--- src/design/bpm_regs_pkg.sv ---
package bpm_regs_pkg;

	parameter int data_w = 16;
	parameter int word_w = 32;

	//////////////////////////////////////////////////
	// Register map, word offsets from the bus base
	//////////////////////////////////////////////////
	typedef enum logic [6:0] {
		reg_status   = 7'h00,
		reg_control  = 7'h01,
		reg_version  = 7'h02,
		reg_x        = 7'h08,
		reg_y        = 7'h09,
		reg_s        = 7'h0A,
		reg_trig_dl  = 7'h16,
		reg_bpm_dia  = 7'h17,
		reg_trig_th  = 7'h18,
		reg_trig_dt  = 7'h19,
		reg_evt_len  = 7'h1A,
		reg_afe_ctrl = 7'h58,
		reg_cha_gain = 7'h60,
		reg_chb_gain = 7'h61,
		reg_chc_gain = 7'h62,
		reg_chd_gain = 7'h63,
		reg_none     = 7'h7F // Nothing mapped here
	} reg_sel_e;

	// Processor side of the BRAM-style port
	typedef struct packed {
		logic              en;
		logic [3:0]        we;
		logic [word_w-1:0] addr;
		logic [word_w-1:0] wr_data;
	} bus_req_t;

	// Decoded bus cycle
	typedef struct packed {
		logic              wr;
		logic              rd;
		reg_sel_e          sel;
		logic [word_w-1:0] data;
	} reg_cmd_t;

	// Settings for the signal processor
	typedef struct packed {
		logic [data_w-1:0] bpm_dia;
		logic [data_w-1:0] trig_th;
		logic [data_w-1:0] trig_dt;
		logic [data_w-1:0] trig_dl;
		logic [data_w-1:0] evt_len;
		logic [word_w-1:0] cha_gain;
		logic [word_w-1:0] chb_gain;
		logic [word_w-1:0] chc_gain;
		logic [word_w-1:0] chd_gain;
	} proc_cfg_t;

	// Results coming back from the signal processor
	typedef struct packed {
		logic [data_w-1:0] status;
		logic [data_w-1:0] x;
		logic [data_w-1:0] y;
		logic [data_w-1:0] s;
	} meas_t;

endpackage

--- src/design/bpm_afe_pkg.sv ---
package bpm_afe_pkg;

	parameter int att_bits = 6; // DAT-31 step attenuator word

	// Control register bit view
	typedef struct packed {
		logic       soft_rst;     // 15
		logic       spare_14;
		logic       force_pickup; // 13
		logic [5:0] spare_12_7;
		logic       auto_gain;    // 6
		logic [1:0] spare_5_4;
		logic       sma_en;       // 3
		logic [2:0] spare_2_0;
	} ctrl_reg_t;

	// AFE control register bit view
	typedef struct packed {
		logic [1:0]          spare_15_14;
		logic [att_bits-1:0] att_set;  // 13..8
		logic [2:0]          spare_7_5;
		logic [4:0]          man_gain; // 4..0
	} afe_reg_t;

	// Attenuator serial loader
	typedef enum logic [1:0] {
		att_idle,
		att_low,
		att_high,
		att_latch
	} att_state_e;

endpackage

--- src/design/bus_decode.sv ---
`timescale 1ns/1ns

module bus_decode #(
	parameter logic [bpm_regs_pkg::word_w-1:0] base_addr = 32'h41710000
) (
	input  bpm_regs_pkg::bus_req_t bus,
	output bpm_regs_pkg::reg_cmd_t cmd
);

	logic [bpm_regs_pkg::word_w-1:0] offset;
	logic [6:0]                      word;
	logic                            in_range;
	logic                            full_we;
	logic                            no_we;
	bpm_regs_pkg::reg_sel_e          sel;

	// Byte offset from the block base
	assign offset   = bus.addr - base_addr;
	assign word     = offset[8:2];
	assign in_range = (offset[bpm_regs_pkg::word_w-1:9] == '0) && (offset[1:0] == 2'b00);

	// Only whole-word writes count, partial enables are dropped
	assign full_we = (bus.we == 4'hF);
	assign no_we   = (bus.we == 4'h0);

	always_comb begin
		sel = bpm_regs_pkg::reg_none;
		if (in_range) begin
			case (word)
				bpm_regs_pkg::reg_status,   bpm_regs_pkg::reg_control,
				bpm_regs_pkg::reg_version,  bpm_regs_pkg::reg_x,
				bpm_regs_pkg::reg_y,        bpm_regs_pkg::reg_s,
				bpm_regs_pkg::reg_trig_dl,  bpm_regs_pkg::reg_bpm_dia,
				bpm_regs_pkg::reg_trig_th,  bpm_regs_pkg::reg_trig_dt,
				bpm_regs_pkg::reg_evt_len,  bpm_regs_pkg::reg_afe_ctrl,
				bpm_regs_pkg::reg_cha_gain, bpm_regs_pkg::reg_chb_gain,
				bpm_regs_pkg::reg_chc_gain, bpm_regs_pkg::reg_chd_gain:
					sel = bpm_regs_pkg::reg_sel_e'(word);
				default:
					sel = bpm_regs_pkg::reg_none;
			endcase
		end
	end

	assign cmd.wr   = bus.en && full_we && (sel != bpm_regs_pkg::reg_none);
	assign cmd.rd   = bus.en && no_we;  // Unmapped reads still go through, they return zero
	assign cmd.sel  = (bus.en && (full_we || no_we)) ? sel : bpm_regs_pkg::reg_none;
	assign cmd.data = bus.wr_data;

endmodule

--- src/design/reg_execute.sv ---
`timescale 1ns/1ns

module reg_execute (
	input  logic                    clk,
	input  logic                    rst,
	input  bpm_regs_pkg::reg_cmd_t  cmd,
	output bpm_afe_pkg::ctrl_reg_t  ctrl,
	output bpm_afe_pkg::afe_reg_t   afe,
	output bpm_regs_pkg::proc_cfg_t cfg,
	output logic                    proc_rst
);

	logic [bpm_regs_pkg::data_w-1:0] wr_half;

	assign wr_half = cmd.data[bpm_regs_pkg::data_w-1:0]; // 16 bit registers keep the low half

	//////////////////////////////////////////////////
	// Writable registers
	//////////////////////////////////////////////////
	always_ff @(posedge clk) begin
		if (rst) begin
			ctrl <= '0;
			afe  <= '0;
			cfg  <= '0;
		end else if (cmd.wr) begin
			case (cmd.sel)
				bpm_regs_pkg::reg_control:  ctrl <= wr_half;
				bpm_regs_pkg::reg_afe_ctrl: afe  <= wr_half;
				bpm_regs_pkg::reg_bpm_dia:  cfg.bpm_dia <= wr_half;
				bpm_regs_pkg::reg_trig_th:  cfg.trig_th <= wr_half;
				bpm_regs_pkg::reg_trig_dt:  cfg.trig_dt <= wr_half;
				bpm_regs_pkg::reg_trig_dl:  cfg.trig_dl <= wr_half;
				bpm_regs_pkg::reg_evt_len:  cfg.evt_len <= wr_half;
				bpm_regs_pkg::reg_cha_gain: cfg.cha_gain <= cmd.data;
				bpm_regs_pkg::reg_chb_gain: cfg.chb_gain <= cmd.data;
				bpm_regs_pkg::reg_chc_gain: cfg.chc_gain <= cmd.data;
				bpm_regs_pkg::reg_chd_gain: cfg.chd_gain <= cmd.data;
				default: begin
					// Status, version and results are read only
				end
			endcase
		end
	end

	//////////////////////////////////////////////////
	// Processor soft reset
	//////////////////////////////////////////////////

	// Held while the control bit stays set, one cycle behind it
	always_ff @(posedge clk) begin
		proc_rst <= rst || ctrl.soft_rst;
	end

endmodule

--- src/design/read_result.sv ---
`timescale 1ns/1ns

module read_result #(
	parameter logic [bpm_regs_pkg::word_w-1:0] fpga_version = 32'd20170508
) (
	input  logic                              clk,
	input  logic                              rst,
	input  bpm_regs_pkg::reg_cmd_t            cmd,
	input  bpm_afe_pkg::ctrl_reg_t            ctrl,
	input  bpm_afe_pkg::afe_reg_t             afe,
	input  bpm_regs_pkg::proc_cfg_t           cfg,
	input  bpm_regs_pkg::meas_t               meas,
	output logic [bpm_regs_pkg::word_w-1:0]   rd_data
);

	localparam int ext_w = bpm_regs_pkg::word_w - bpm_regs_pkg::data_w;

	function automatic logic [bpm_regs_pkg::word_w-1:0] sext(
		input logic [bpm_regs_pkg::data_w-1:0] v
	);
		return {{ext_w{v[bpm_regs_pkg::data_w-1]}}, v};
	endfunction

	function automatic logic [bpm_regs_pkg::word_w-1:0] zext(
		input logic [bpm_regs_pkg::data_w-1:0] v
	);
		return {{ext_w{1'b0}}, v};
	endfunction

	// Read word is loaded on the read cycle and held until the next one
	always_ff @(posedge clk) begin
		if (rst) begin
			rd_data <= '0;
		end else if (cmd.rd) begin
			case (cmd.sel)
				bpm_regs_pkg::reg_status:   rd_data <= sext(meas.status);
				bpm_regs_pkg::reg_control:  rd_data <= sext(ctrl);
				bpm_regs_pkg::reg_afe_ctrl: rd_data <= sext(afe);
				bpm_regs_pkg::reg_version:  rd_data <= fpga_version;
				bpm_regs_pkg::reg_x:        rd_data <= zext(meas.x);
				bpm_regs_pkg::reg_y:        rd_data <= zext(meas.y);
				bpm_regs_pkg::reg_s:        rd_data <= zext(meas.s);
				bpm_regs_pkg::reg_bpm_dia:  rd_data <= zext(cfg.bpm_dia);
				bpm_regs_pkg::reg_trig_th:  rd_data <= zext(cfg.trig_th);
				bpm_regs_pkg::reg_trig_dt:  rd_data <= zext(cfg.trig_dt);
				bpm_regs_pkg::reg_trig_dl:  rd_data <= zext(cfg.trig_dl);
				bpm_regs_pkg::reg_evt_len:  rd_data <= zext(cfg.evt_len);
				bpm_regs_pkg::reg_cha_gain: rd_data <= cfg.cha_gain;
				bpm_regs_pkg::reg_chb_gain: rd_data <= cfg.chb_gain;
				bpm_regs_pkg::reg_chc_gain: rd_data <= cfg.chc_gain;
				bpm_regs_pkg::reg_chd_gain: rd_data <= cfg.chd_gain;
				default:                    rd_data <= '0; // Unmapped
			endcase
		end
	end

endmodule

--- src/design/afe_control.sv ---
`timescale 1ns/1ns

module afe_control (
	input  logic                   clk,
	input  logic                   rst,
	input  bpm_afe_pkg::ctrl_reg_t ctrl,
	input  bpm_afe_pkg::afe_reg_t  afe,
	input  logic                   trig_in,
	input  logic                   cal_on,
	input  logic [4:0]             auto_gain,
	output logic                   sma_out,
	output logic                   afe_pickup,
	output logic                   afe_cal,
	output logic [4:0]             vga_gain,
	output logic                   att_data,
	output logic                   att_clk,
	output logic                   att_le
);

	localparam int cnt_w = $clog2(bpm_afe_pkg::att_bits);
	localparam logic [cnt_w-1:0] last_bit = cnt_w'(bpm_afe_pkg::att_bits - 1);

	bpm_afe_pkg::att_state_e             state;
	logic [cnt_w-1:0]                    bit_cnt;
	logic [bpm_afe_pkg::att_bits-1:0]    shift_reg;
	logic [bpm_afe_pkg::att_bits-1:0]    last_set; // Setting of the most recent load
	logic                                first_load;
	logic                                pending;

	//////////////////////////////////////////////////
	// Front-end pins
	//////////////////////////////////////////////////

	// SMA path goes through a NAND gate on the board
	assign sma_out    = ctrl.sma_en ? ~trig_in : 1'b1;
	assign afe_pickup = ctrl.force_pickup ? 1'b1 : cal_on;
	assign afe_cal    = ~afe_pickup;
	assign vga_gain   = ctrl.auto_gain ? auto_gain : afe.man_gain;

	//////////////////////////////////////////////////
	// Attenuator serial loader
	//////////////////////////////////////////////////
	assign pending = first_load || (afe.att_set != last_set);

	always_ff @(posedge clk) begin
		if (rst) begin
			state      <= bpm_afe_pkg::att_idle;
			bit_cnt    <= '0;
			last_set   <= '0;
			first_load <= 1'b1;
		end else begin
			case (state)
				bpm_afe_pkg::att_idle: begin
					if (pending) begin
						shift_reg  <= afe.att_set; // Snapshot, later changes wait for the next load
						last_set   <= afe.att_set;
						first_load <= 1'b0;
						bit_cnt    <= '0;
						state      <= bpm_afe_pkg::att_low;
					end
				end
				bpm_afe_pkg::att_low: state <= bpm_afe_pkg::att_high;
				bpm_afe_pkg::att_high: begin
					if (bit_cnt == last_bit) begin
						state <= bpm_afe_pkg::att_latch;
					end else begin
						shift_reg <= {shift_reg[bpm_afe_pkg::att_bits-2:0], 1'b0};
						bit_cnt   <= bit_cnt + 1'b1;
						state     <= bpm_afe_pkg::att_low;
					end
				end
				default: state <= bpm_afe_pkg::att_idle; // Latch lasts one cycle
			endcase
		end
	end

	// MSB first, stable through both halves of the bit
	assign att_data = ((state == bpm_afe_pkg::att_low) || (state == bpm_afe_pkg::att_high))
		? shift_reg[bpm_afe_pkg::att_bits-1] : 1'b0;
	assign att_clk  = (state == bpm_afe_pkg::att_high);
	assign att_le   = (state == bpm_afe_pkg::att_latch);

endmodule

--- src/design/bpm_ctrl_top.sv ---
`timescale 1ns/1ns

module bpm_ctrl_top #(
	parameter logic [bpm_regs_pkg::word_w-1:0] base_addr    = 32'h41710000,
	parameter logic [bpm_regs_pkg::word_w-1:0] fpga_version = 32'd20170508
) (
	input  logic                            clk,
	input  logic                            rst,
	input  bpm_regs_pkg::bus_req_t          bus,
	output logic [bpm_regs_pkg::word_w-1:0] rd_data,
	input  bpm_regs_pkg::meas_t             meas,
	input  logic                            trig_in,
	input  logic                            cal_on,
	input  logic [4:0]                      auto_gain,
	output bpm_regs_pkg::proc_cfg_t         cfg,
	output logic                            proc_rst,
	output logic                            sma_out,
	output logic                            afe_pickup,
	output logic                            afe_cal,
	output logic [4:0]                      vga_gain,
	output logic                            att_data,
	output logic                            att_clk,
	output logic                            att_le
);

	bpm_regs_pkg::reg_cmd_t cmd;
	bpm_afe_pkg::ctrl_reg_t ctrl;
	bpm_afe_pkg::afe_reg_t  afe;

	//////////////////////////////////////////////////
	// Decode, execute and read back
	//////////////////////////////////////////////////
	bus_decode #(.base_addr(base_addr)) u_decode (.bus(bus), .cmd(cmd));

	reg_execute u_exec (
		.clk(clk), .rst(rst), .cmd(cmd),
		.ctrl(ctrl), .afe(afe), .cfg(cfg), .proc_rst(proc_rst)
	);

	read_result #(.fpga_version(fpga_version)) u_read (
		.clk(clk), .rst(rst), .cmd(cmd), .ctrl(ctrl), .afe(afe),
		.cfg(cfg), .meas(meas), .rd_data(rd_data)
	);

	// Front end pins and attenuator
	afe_control u_afe (
		.clk(clk), .rst(rst), .ctrl(ctrl), .afe(afe),
		.trig_in(trig_in), .cal_on(cal_on), .auto_gain(auto_gain),
		.sma_out(sma_out), .afe_pickup(afe_pickup), .afe_cal(afe_cal),
		.vga_gain(vga_gain), .att_data(att_data), .att_clk(att_clk), .att_le(att_le)
	);

endmodule

--- config.mk ---
export PLATFORM = sky130hd
export DESIGN_NAME = bpm_ctrl_top
export DESIGN_NICKNAME = d
export VERILOG_FILES = /design/src/design/bpm_regs_pkg.sv /design/src/design/bpm_afe_pkg.sv /design/src/design/bus_decode.sv /design/src/design/reg_execute.sv /design/src/design/read_result.sv /design/src/design/afe_control.sv /design/src/design/bpm_ctrl_top.sv
export SDC_FILE = /design/constraint.sdc
export NUM_CORES = 1
export LEC_CHECK = 0
export BUFFER_PORTS_ARGS = -buffer_cell sky130_fd_sc_hd__buf_2
export CAP_MARGIN = 20
export CORE_AREA = 3 3 217 219
export CTS_CLUSTER_SIZE = 24
export DETAILED_ROUTE_END_ITERATION = 10
export DIE_AREA = 0 0 220 222
export SLEW_MARGIN = 20
export SYNTH_ARGS = -nofsm -noshare
export SYNTH_HDL_FRONTEND = slang
export SYNTH_SLANG_ARGS = --single-unit
--- constraint.sdc ---
create_clock -name clk -period 3.8 [get_ports clk]
set_input_delay 0.38 -clock clk [delete_from_list [all_inputs] [get_ports clk]]
set_output_delay 0.38 -clock clk [all_outputs]
set_load 0.02 [all_outputs]
==> results.py, run 1 <==
metrics = {
    "floorplanning": {
        "die_area_sq_um": 48800,
        "row_count": 78,
        "die_w_microns": 220,
        "io_pins": 394,
        "start_util": 0.299,
        "die_y_microns": 222,
        "core_sq_um": 45300,
    },
    "layout": {
        "instances_no_fill": 2543,
        "nets": 2067,
        "syn2layout_area_growth_pct": 28.2,
        "layout_commonest_cell": "buf_2",
        "drive_above_1_share": 0.289,
        "final_cell_mix": "392 x buf_2, 357 x nand2_1, 285 x dfxtp_1",
        "top_register": "u_exec.cfg",
        "top_regs": "u_exec.cfg x208, u_read.rd_data x32",
        "largest_reg_flops": 208,
    },
    "routing": {
        "drcViolationCount": 0,
        "drt-total-wl_microns": 66100,
        "viasPerCell": 5.50,
        "wl_per_cell_microns": 26.0,
        "drt_pass1_iterations": 9,
        "drtIter0Drc": 1614,
        "vias": 14000,
        "ant_nets": 0,
    },
    "placed_design": {
        "dp_hpwl_microns": 50100,
        "dp.cells": 2485,
        "io_buffers": 393,
        "place_congestion": 0.954,
        "pre_cts_slack_ns": 0.153,
    },
    "critical_path": {
        "crit_type": "input pin to flip-flop",
        "rr_startpoint": "u_afe.state[0]$_SDFFE_PP0N_",
        "crit_start": "bus[48]",
        "crit_end": "u_exec.cfg[89]$_SDFFE_PP0P_",
        "reg2reg_slack_ns": 1.70,
        "r2r-end": "u_afe.shift_reg[2]$_DFFE_PP_",
        "worst_ep_required_time_ns": 4.30,
        "startpoint_type": "input pin",
        "end_kind": "flip-flop",
        "cp_max_fo": 24,
        "arrival_ns": 3.60,
        "ff2ff_path_depth": 5,
    },
    "power": {
        "vdd_drop_max_v": 0.000343,
        "cellInternalPower_mw": 5.01,
        "power_frac_seq": 0.464,
        "pwr-share-clk": 0.445,
        "switching_share": 0.257,
        "powerDensity_nw_per_um2": 388,
        "switchingPower_mw": 1.73,
        "leakagePower_nw": 7.67,
        "pwr-share-comb": 0.091,
    },
    "timing": {
        "holdWs_ns": 0.0805,
        "slew_viol_final": 0,
        "fmax_mhz": 322,
        "finalSetupViolations": 0,
        "slew_headroom": 0.250,
        "rsz0062_at_grt": "false",
        "hold_viol": 0,
        "worst_pin_slew_ns": 1.12,
        "fin_tns_setup_ns": 0,
        "fin_ws_ns": 0.695,
        "post-route-period-util": 0.817,
        "fin_worst_skew_ns": 0.0161,
        "period_needed_ns": 3.10,
    },
    "clock_tree": {
        "cts_tree": "yes",
        "clock_sinks": 291,
        "clockRootBuffer": "clkbuf_16",
        "cts_resized": 0,
        "cts_made_buffers": 31,
        "clk_pin_slew_worst_paths_ns": 0.06,
        "cts_hold_buf": 0,
        "htree_levels": 1,
        "cts_buffer_depth": 3,
        "worstSkewPairLatency_ns": 0.58,
        "post-cts-setup-buffer-count": 0,
    },
    "synthesis": {
        "synth-edff-count": 6,
        "synth.area.top_cells": "dfxtp_1 42%, mux2i_1 13%, nand2_1 9.9%",
        "synth_top_area_share": 0.421,
        "dominantRegCellSynth": "dfxtp_1",
        "synth_warnings": 0,
        "ys_seq_area_frac": 0.434,
        "synth_area_sq_um": 13600,
        "avgSynthCellArea_sq_um": 8.82,
        "synth_cell_types": 81,
        "syn_inst": 1537,
        "ys_ff_latch": 291,
        "synth_nets": 1686,
        "synth_top_area_cell": "dfxtp_1",
        "synthArstFlopShare": 0,
    },
    "grt": {
        "grt_pass1_vias": 13400,
        "grt_pass1_wl_microns": 93600,
        "grt_overflow": 0,
        "track_usage": 0.257,
        "antenna_found_initial": 3,
        "grt_max_degree": 79,
    },
    "flow_run": {
        "cap_viol_max_count": 0,
    },
    "hold_path": {
        "min_path_type": "input pin to flip-flop",
    },
    "status": {
        "status": "completed",
    },
}
[worst min-delay path by stage]
stage / cells after the start / to / startpoint / slack [ns]
floorplan: 1 / u_afe.first_load$_SDFFE_PP1P_ / u_afe.first_load$_SDFFE_PP1P_ / 0.43
global placement: 2 / u_read.rd_data[25]$_SDFFE_PP0P_ / u_read.rd_data[25]$_SDFFE_PP0P_ / 0.43
detailed placement: 2 / u_read.rd_data[18]$_SDFFE_PP0P_ / u_read.rd_data[18]$_SDFFE_PP0P_ / 0.44
CTS: 3 / u_exec.cfg[27]$_SDFFE_PP0P_ / bus[27] / 0.06
global route: 3 / u_exec.cfg[92]$_SDFFE_PP0P_ / bus[28] / 0.06
finish: 3 / u_exec.cfg[29]$_SDFFE_PP0P_ / bus[29] / 0.08
[power groups by stage]
stage / logic, mW / registers (mW) / clock network, mW
finish: 0.611 / 3.13 / 3.00
global route: 0.651 / 3.13 / 3.14
CTS: 0.607 / 3.13 / 3.04
detailed placement: 0.605 / 3.20 / 0
global placement: 0.602 / 3.19 / 0
floorplan: 0.335 / 3.19 / 0
[cell usage after synthesis, drive strengths merged, types with 5 or more instances]
| library cell | instances |
|---|---|
| o21ai | 44 |
| nor3 | 24 |
| mux2 | 10 |
| a2111oi | 5 |
| and2 | 17 |
| a211oi | 13 |
| a22o | 12 |
| edfxtp | 6 |
| a221o | 5 |
| nor4 | 22 |
| nand2b | 6 |
| nand4b | 5 |
| a21oi | 86 |
| nand2 | 357 |
| dfxtp | 285 |
| ha | 7 |
| or4 | 5 |
| nor2 | 66 |
| nor2b | 5 |
| nand4 | 17 |
| o2111ai | 5 |
| and3 | 24 |
| nor4b | 6 |
| nor3b | 5 |
| a221oi | 12 |
| a32oi | 5 |
| a22oi | 40 |
| xor2 | 8 |
| inv | 21 |
| nand3 | 48 |
| buf | 47 |
| clkbuf | 65 |
| mux2i | 170 |
| a222oi | 33 |
[metrics by stage]
stage               power [mW]  instance area (sq um)   util
floorplan                 3.53                  13600      -
global placement          3.80                  16400  0.362
detailed placement        3.80                  16400  0.362
CTS                       6.78                  17400  0.384
global route              6.93                  17400  0.384
finish                    6.74                  17400  0.384
[per-layer routing]
layer | share of wire | track usage | vias up
li1 | - | - | 6326
met1 | 0.40 | 0.337 | 6766
met2 | 0.45 | 0.412 | 770
met3 | 0.11 | 0.0710 | 111
met4 | 0.034 | 0.0798 | 2
met5 | 0.00015 | 0 | -
[critical path, stage by stage]
cell and delay [ns]:
buf_2 0.13, inv_1 0.05, ha_1 0.29, or4b_1 0.45
a2111oi_0 0.40, o2111ai_1 0.19, a311o_1 0.53, nor2_4 0.38
and3_2 0.29, buf_12 0.23, mux2i_1 0.24
[cell families after synthesis]
group | synth area share
XOR/XNOR | 0.00517
AND/OR/NAND/NOR | 0.223
AO/OA/AOI/OAI | 0.152
adder cells (fa/ha/maj) | 0.00646
flip-flops | 0.434
buffers and inverters | 0.0452
multiplexers | 0.134
[cell type report]
cell class,instances,area [sq um]
Tap cell,600,751
Clock buffer,46,942
Fill cell,4715,27900
Sequential cell,291,5890
Clock inverter,10,60.1
Inverter,21,83.8
Timing Repair Buffer,460,2520
Multi-Input combinational cell,1113,7130
Antenna cell,2,5.00
Power figures use the tool's default switching activity.
==> run 2: changes to the inputs <==
==> constraint.sdc (replaced) <==
create_clock -name clk -period 3.2 [get_ports clk]
set_input_delay 0.32 -clock clk [delete_from_list [all_inputs] [get_ports clk]]
set_output_delay 0.32 -clock clk [all_outputs]
set_load 0.02 [all_outputs]
==> run 2 against run 1 <==
  * Wire length rose by 1.7%
  * Via count rose by 3.3%
  * Non-clock buffer count rose by 45
  * Combinational power rose by 21%
  * Total power rose by 23%
  * Global-route usage rose by 0.60 points
  * Sequential power rose by 19%
  * Flip-flop and latch count did not move
  * Final cell count rose by 2.0%
  * Final area rose by 3.5%
  * Highest routed layer unchanged
  * Clock skew rose by 0.0027 ns
  * Count of clock-buffer cells in the layout rose by 3
==> results.py, run 2 (same netlist as run 1, synthesis figures left out) <==
metrics = {
    "status": {
        "status": "completed",
    },
    "flow_run": {
        "cap_viol_max_count": 0,
    },
    "critical_path": {
        "startpoint_type": "input pin",
        "crit_slowest_cell": "o41a_1",
        "crit_buf_inv": 4,
        "arrival_ns": 3.24,
        "crit_type": "input pin to flip-flop",
        "worst_ep_required_time_ns": 3.63,
        "cp_cell_sequence": "buf_2 -> inv_1 -> ha_1 -> or4b_1 -> a2111oi_0 -> o2111ai_1 -> a311o_1 -> buf_12 -> o41a_1 -> buf_4 -> a211oi_1",
        "cp_slowest_stage_delay_ns": 0.46,
        "cp_max_fo": 5,
        "crit_family": "compound AO/OA/AOI/OAI gates",
        "end_kind": "flip-flop",
    },
    "layout": {
        "largest_reg_flops": 208,
        "top_regs": "u_exec.cfg x208, u_read.rd_data x32",
        "nets": 2115,
        "final_cell_mix": "392 x buf_2, 357 x nand2_1, 285 x dfxtp_1",
        "syn2layout_area_growth_pct": 32.7,
        "layout_commonest_cell": "buf_2",
        "top_register": "u_exec.cfg",
        "drive_above_1_share": 0.305,
        "instances_no_fill": 2593,
        "fin_area_sq_um": 18000,
    },
    "clock_tree": {
        "clock_sinks": 291,
        "cts_tree": "yes",
        "cts_buffer_depth": 3,
        "post-cts-setup-buffer-count": 0,
        "htree_levels": 2,
        "worstSkewPairLatency_ns": 0.53,
        "cts_resized": 0,
        "cts_made_buffers": 34,
        "cts_hold_buf": 0,
        "clk_pin_slew_worst_paths_ns": 0.06,
        "clockRootBuffer": "clkbuf_16",
    },
    "placed_design": {
        "io_buffers": 393,
        "place_area_sq_um": 16900,
        "dp_hpwl_microns": 51200,
        "place_congestion": 0.967,
        "dp.cells": 2530,
    },
    "timing": {
        "holdWs_ns": 0.0693,
        "worst_pin_slew_ns": 0.998,
        "finalSetupViolations": 0,
        "rsz0062_at_grt": "false",
        "slew_viol_final": 0,
        "fin_worst_skew_ns": 0.0188,
        "fmax_mhz": 355,
        "hold_viol": 0,
        "slew_headroom": 0.335,
        "post-route-period-util": 0.880,
        "period_needed_ns": 2.82,
    },
    "floorplanning": {
        "start_util": 0.299,
        "row_count": 78,
        "die_w_microns": 220,
        "core_sq_um": 45300,
        "io_pins": 394,
        "die_y_microns": 222,
        "die_area_sq_um": 48800,
    },
    "routing": {
        "drt-total-wl_microns": 67200,
        "drtIter0Drc": 1555,
        "drt_pass1_iterations": 7,
        "drcViolationCount": 0,
        "ant_nets": 0,
        "vias": 14400,
        "wl_per_cell_microns": 25.9,
        "viasPerCell": 5.57,
    },
    "grt": {
        "grt_max_degree": 85,
        "grt_overflow": 0,
        "grt_pass1_wl_microns": 96000,
        "antenna_found_initial": 5,
        "grt_pass1_vias": 14000,
        "track_usage": 0.263,
    },
    "power": {
        "vdd_drop_max_v": 0.000295,
        "leakagePower_nw": 7.99,
        "powerDensity_nw_per_um2": 461,
        "power_mw": 8.30,
    },
    "hold_path": {
        "min_path_type": "input pin to flip-flop",
    },
}
## run 2: worst paths after layout
check / startpoint / end / slack [ns] / depth (start not counted)
min reg2reg: u_read.rd_data[20]$_SDFFE_PP0P_ / u_read.rd_data[20]$_SDFFE_PP0P_ / 0.45 / 2
max: bus[48] / u_read.rd_data[11]$_SDFFE_PP0P_ / 0.38 / 11
min: bus[10] / u_exec.cfg[10]$_SDFFE_PP0P_ / 0.07 / 3
max reg2reg: u_afe.state[0]$_SDFFE_PP0N_ / u_afe.shift_reg[2]$_DFFE_PP_ / 1.12 / 5
## run 2: power breakdown
part	leakage, nW	switching (mW)	internal, mW
Sequential	2.35	0.0280	3.69
Combinational	5.10	0.489	0.253
Clock	0.539	1.61	2.24
Total	7.99	2.13	6.18
## run 2: tightest hold or removal path, stage by stage
cell	delay, ns
buf_2	0.13
nand2_1	0.05
a21oi_1	0.05
## run 2: area by class of cell
type | instances | area [sq um]
Antenna cell | 4 | 10.0
Clock buffer | 49 | 987
Clock inverter | 10 | 97.6
Fill cell | 4606 | 27300
Inverter | 21 | 83.8
Multi-Input combinational cell | 1113 | 7140
Sequential cell | 291 | 5890
Tap cell | 600 | 751
Timing Repair Buffer | 505 | 3040
## run 2: per-layer routing
metal / track usage / vias to the layer above / share of wire
met2: 0.427 / 859 / 0.46
met5: 0 / - / 0.00033
li1: - / 6416 / -
met1: 0.346 / 7023 / 0.41
met3: 0.0625 / 139 / 0.10
met4: 0.0802 / 4 / 0.032
## run 2: metrics by stage
step                setup TNS, ns  setup WS, ns   util
finish                          0         0.384  0.397
global route                    0         0.160  0.397
CTS                             0         0.390  0.397
detailed placement         -19.22        -0.148  0.373
global placement           -11.46        -0.188  0.373
floorplan                       0         0.239      -
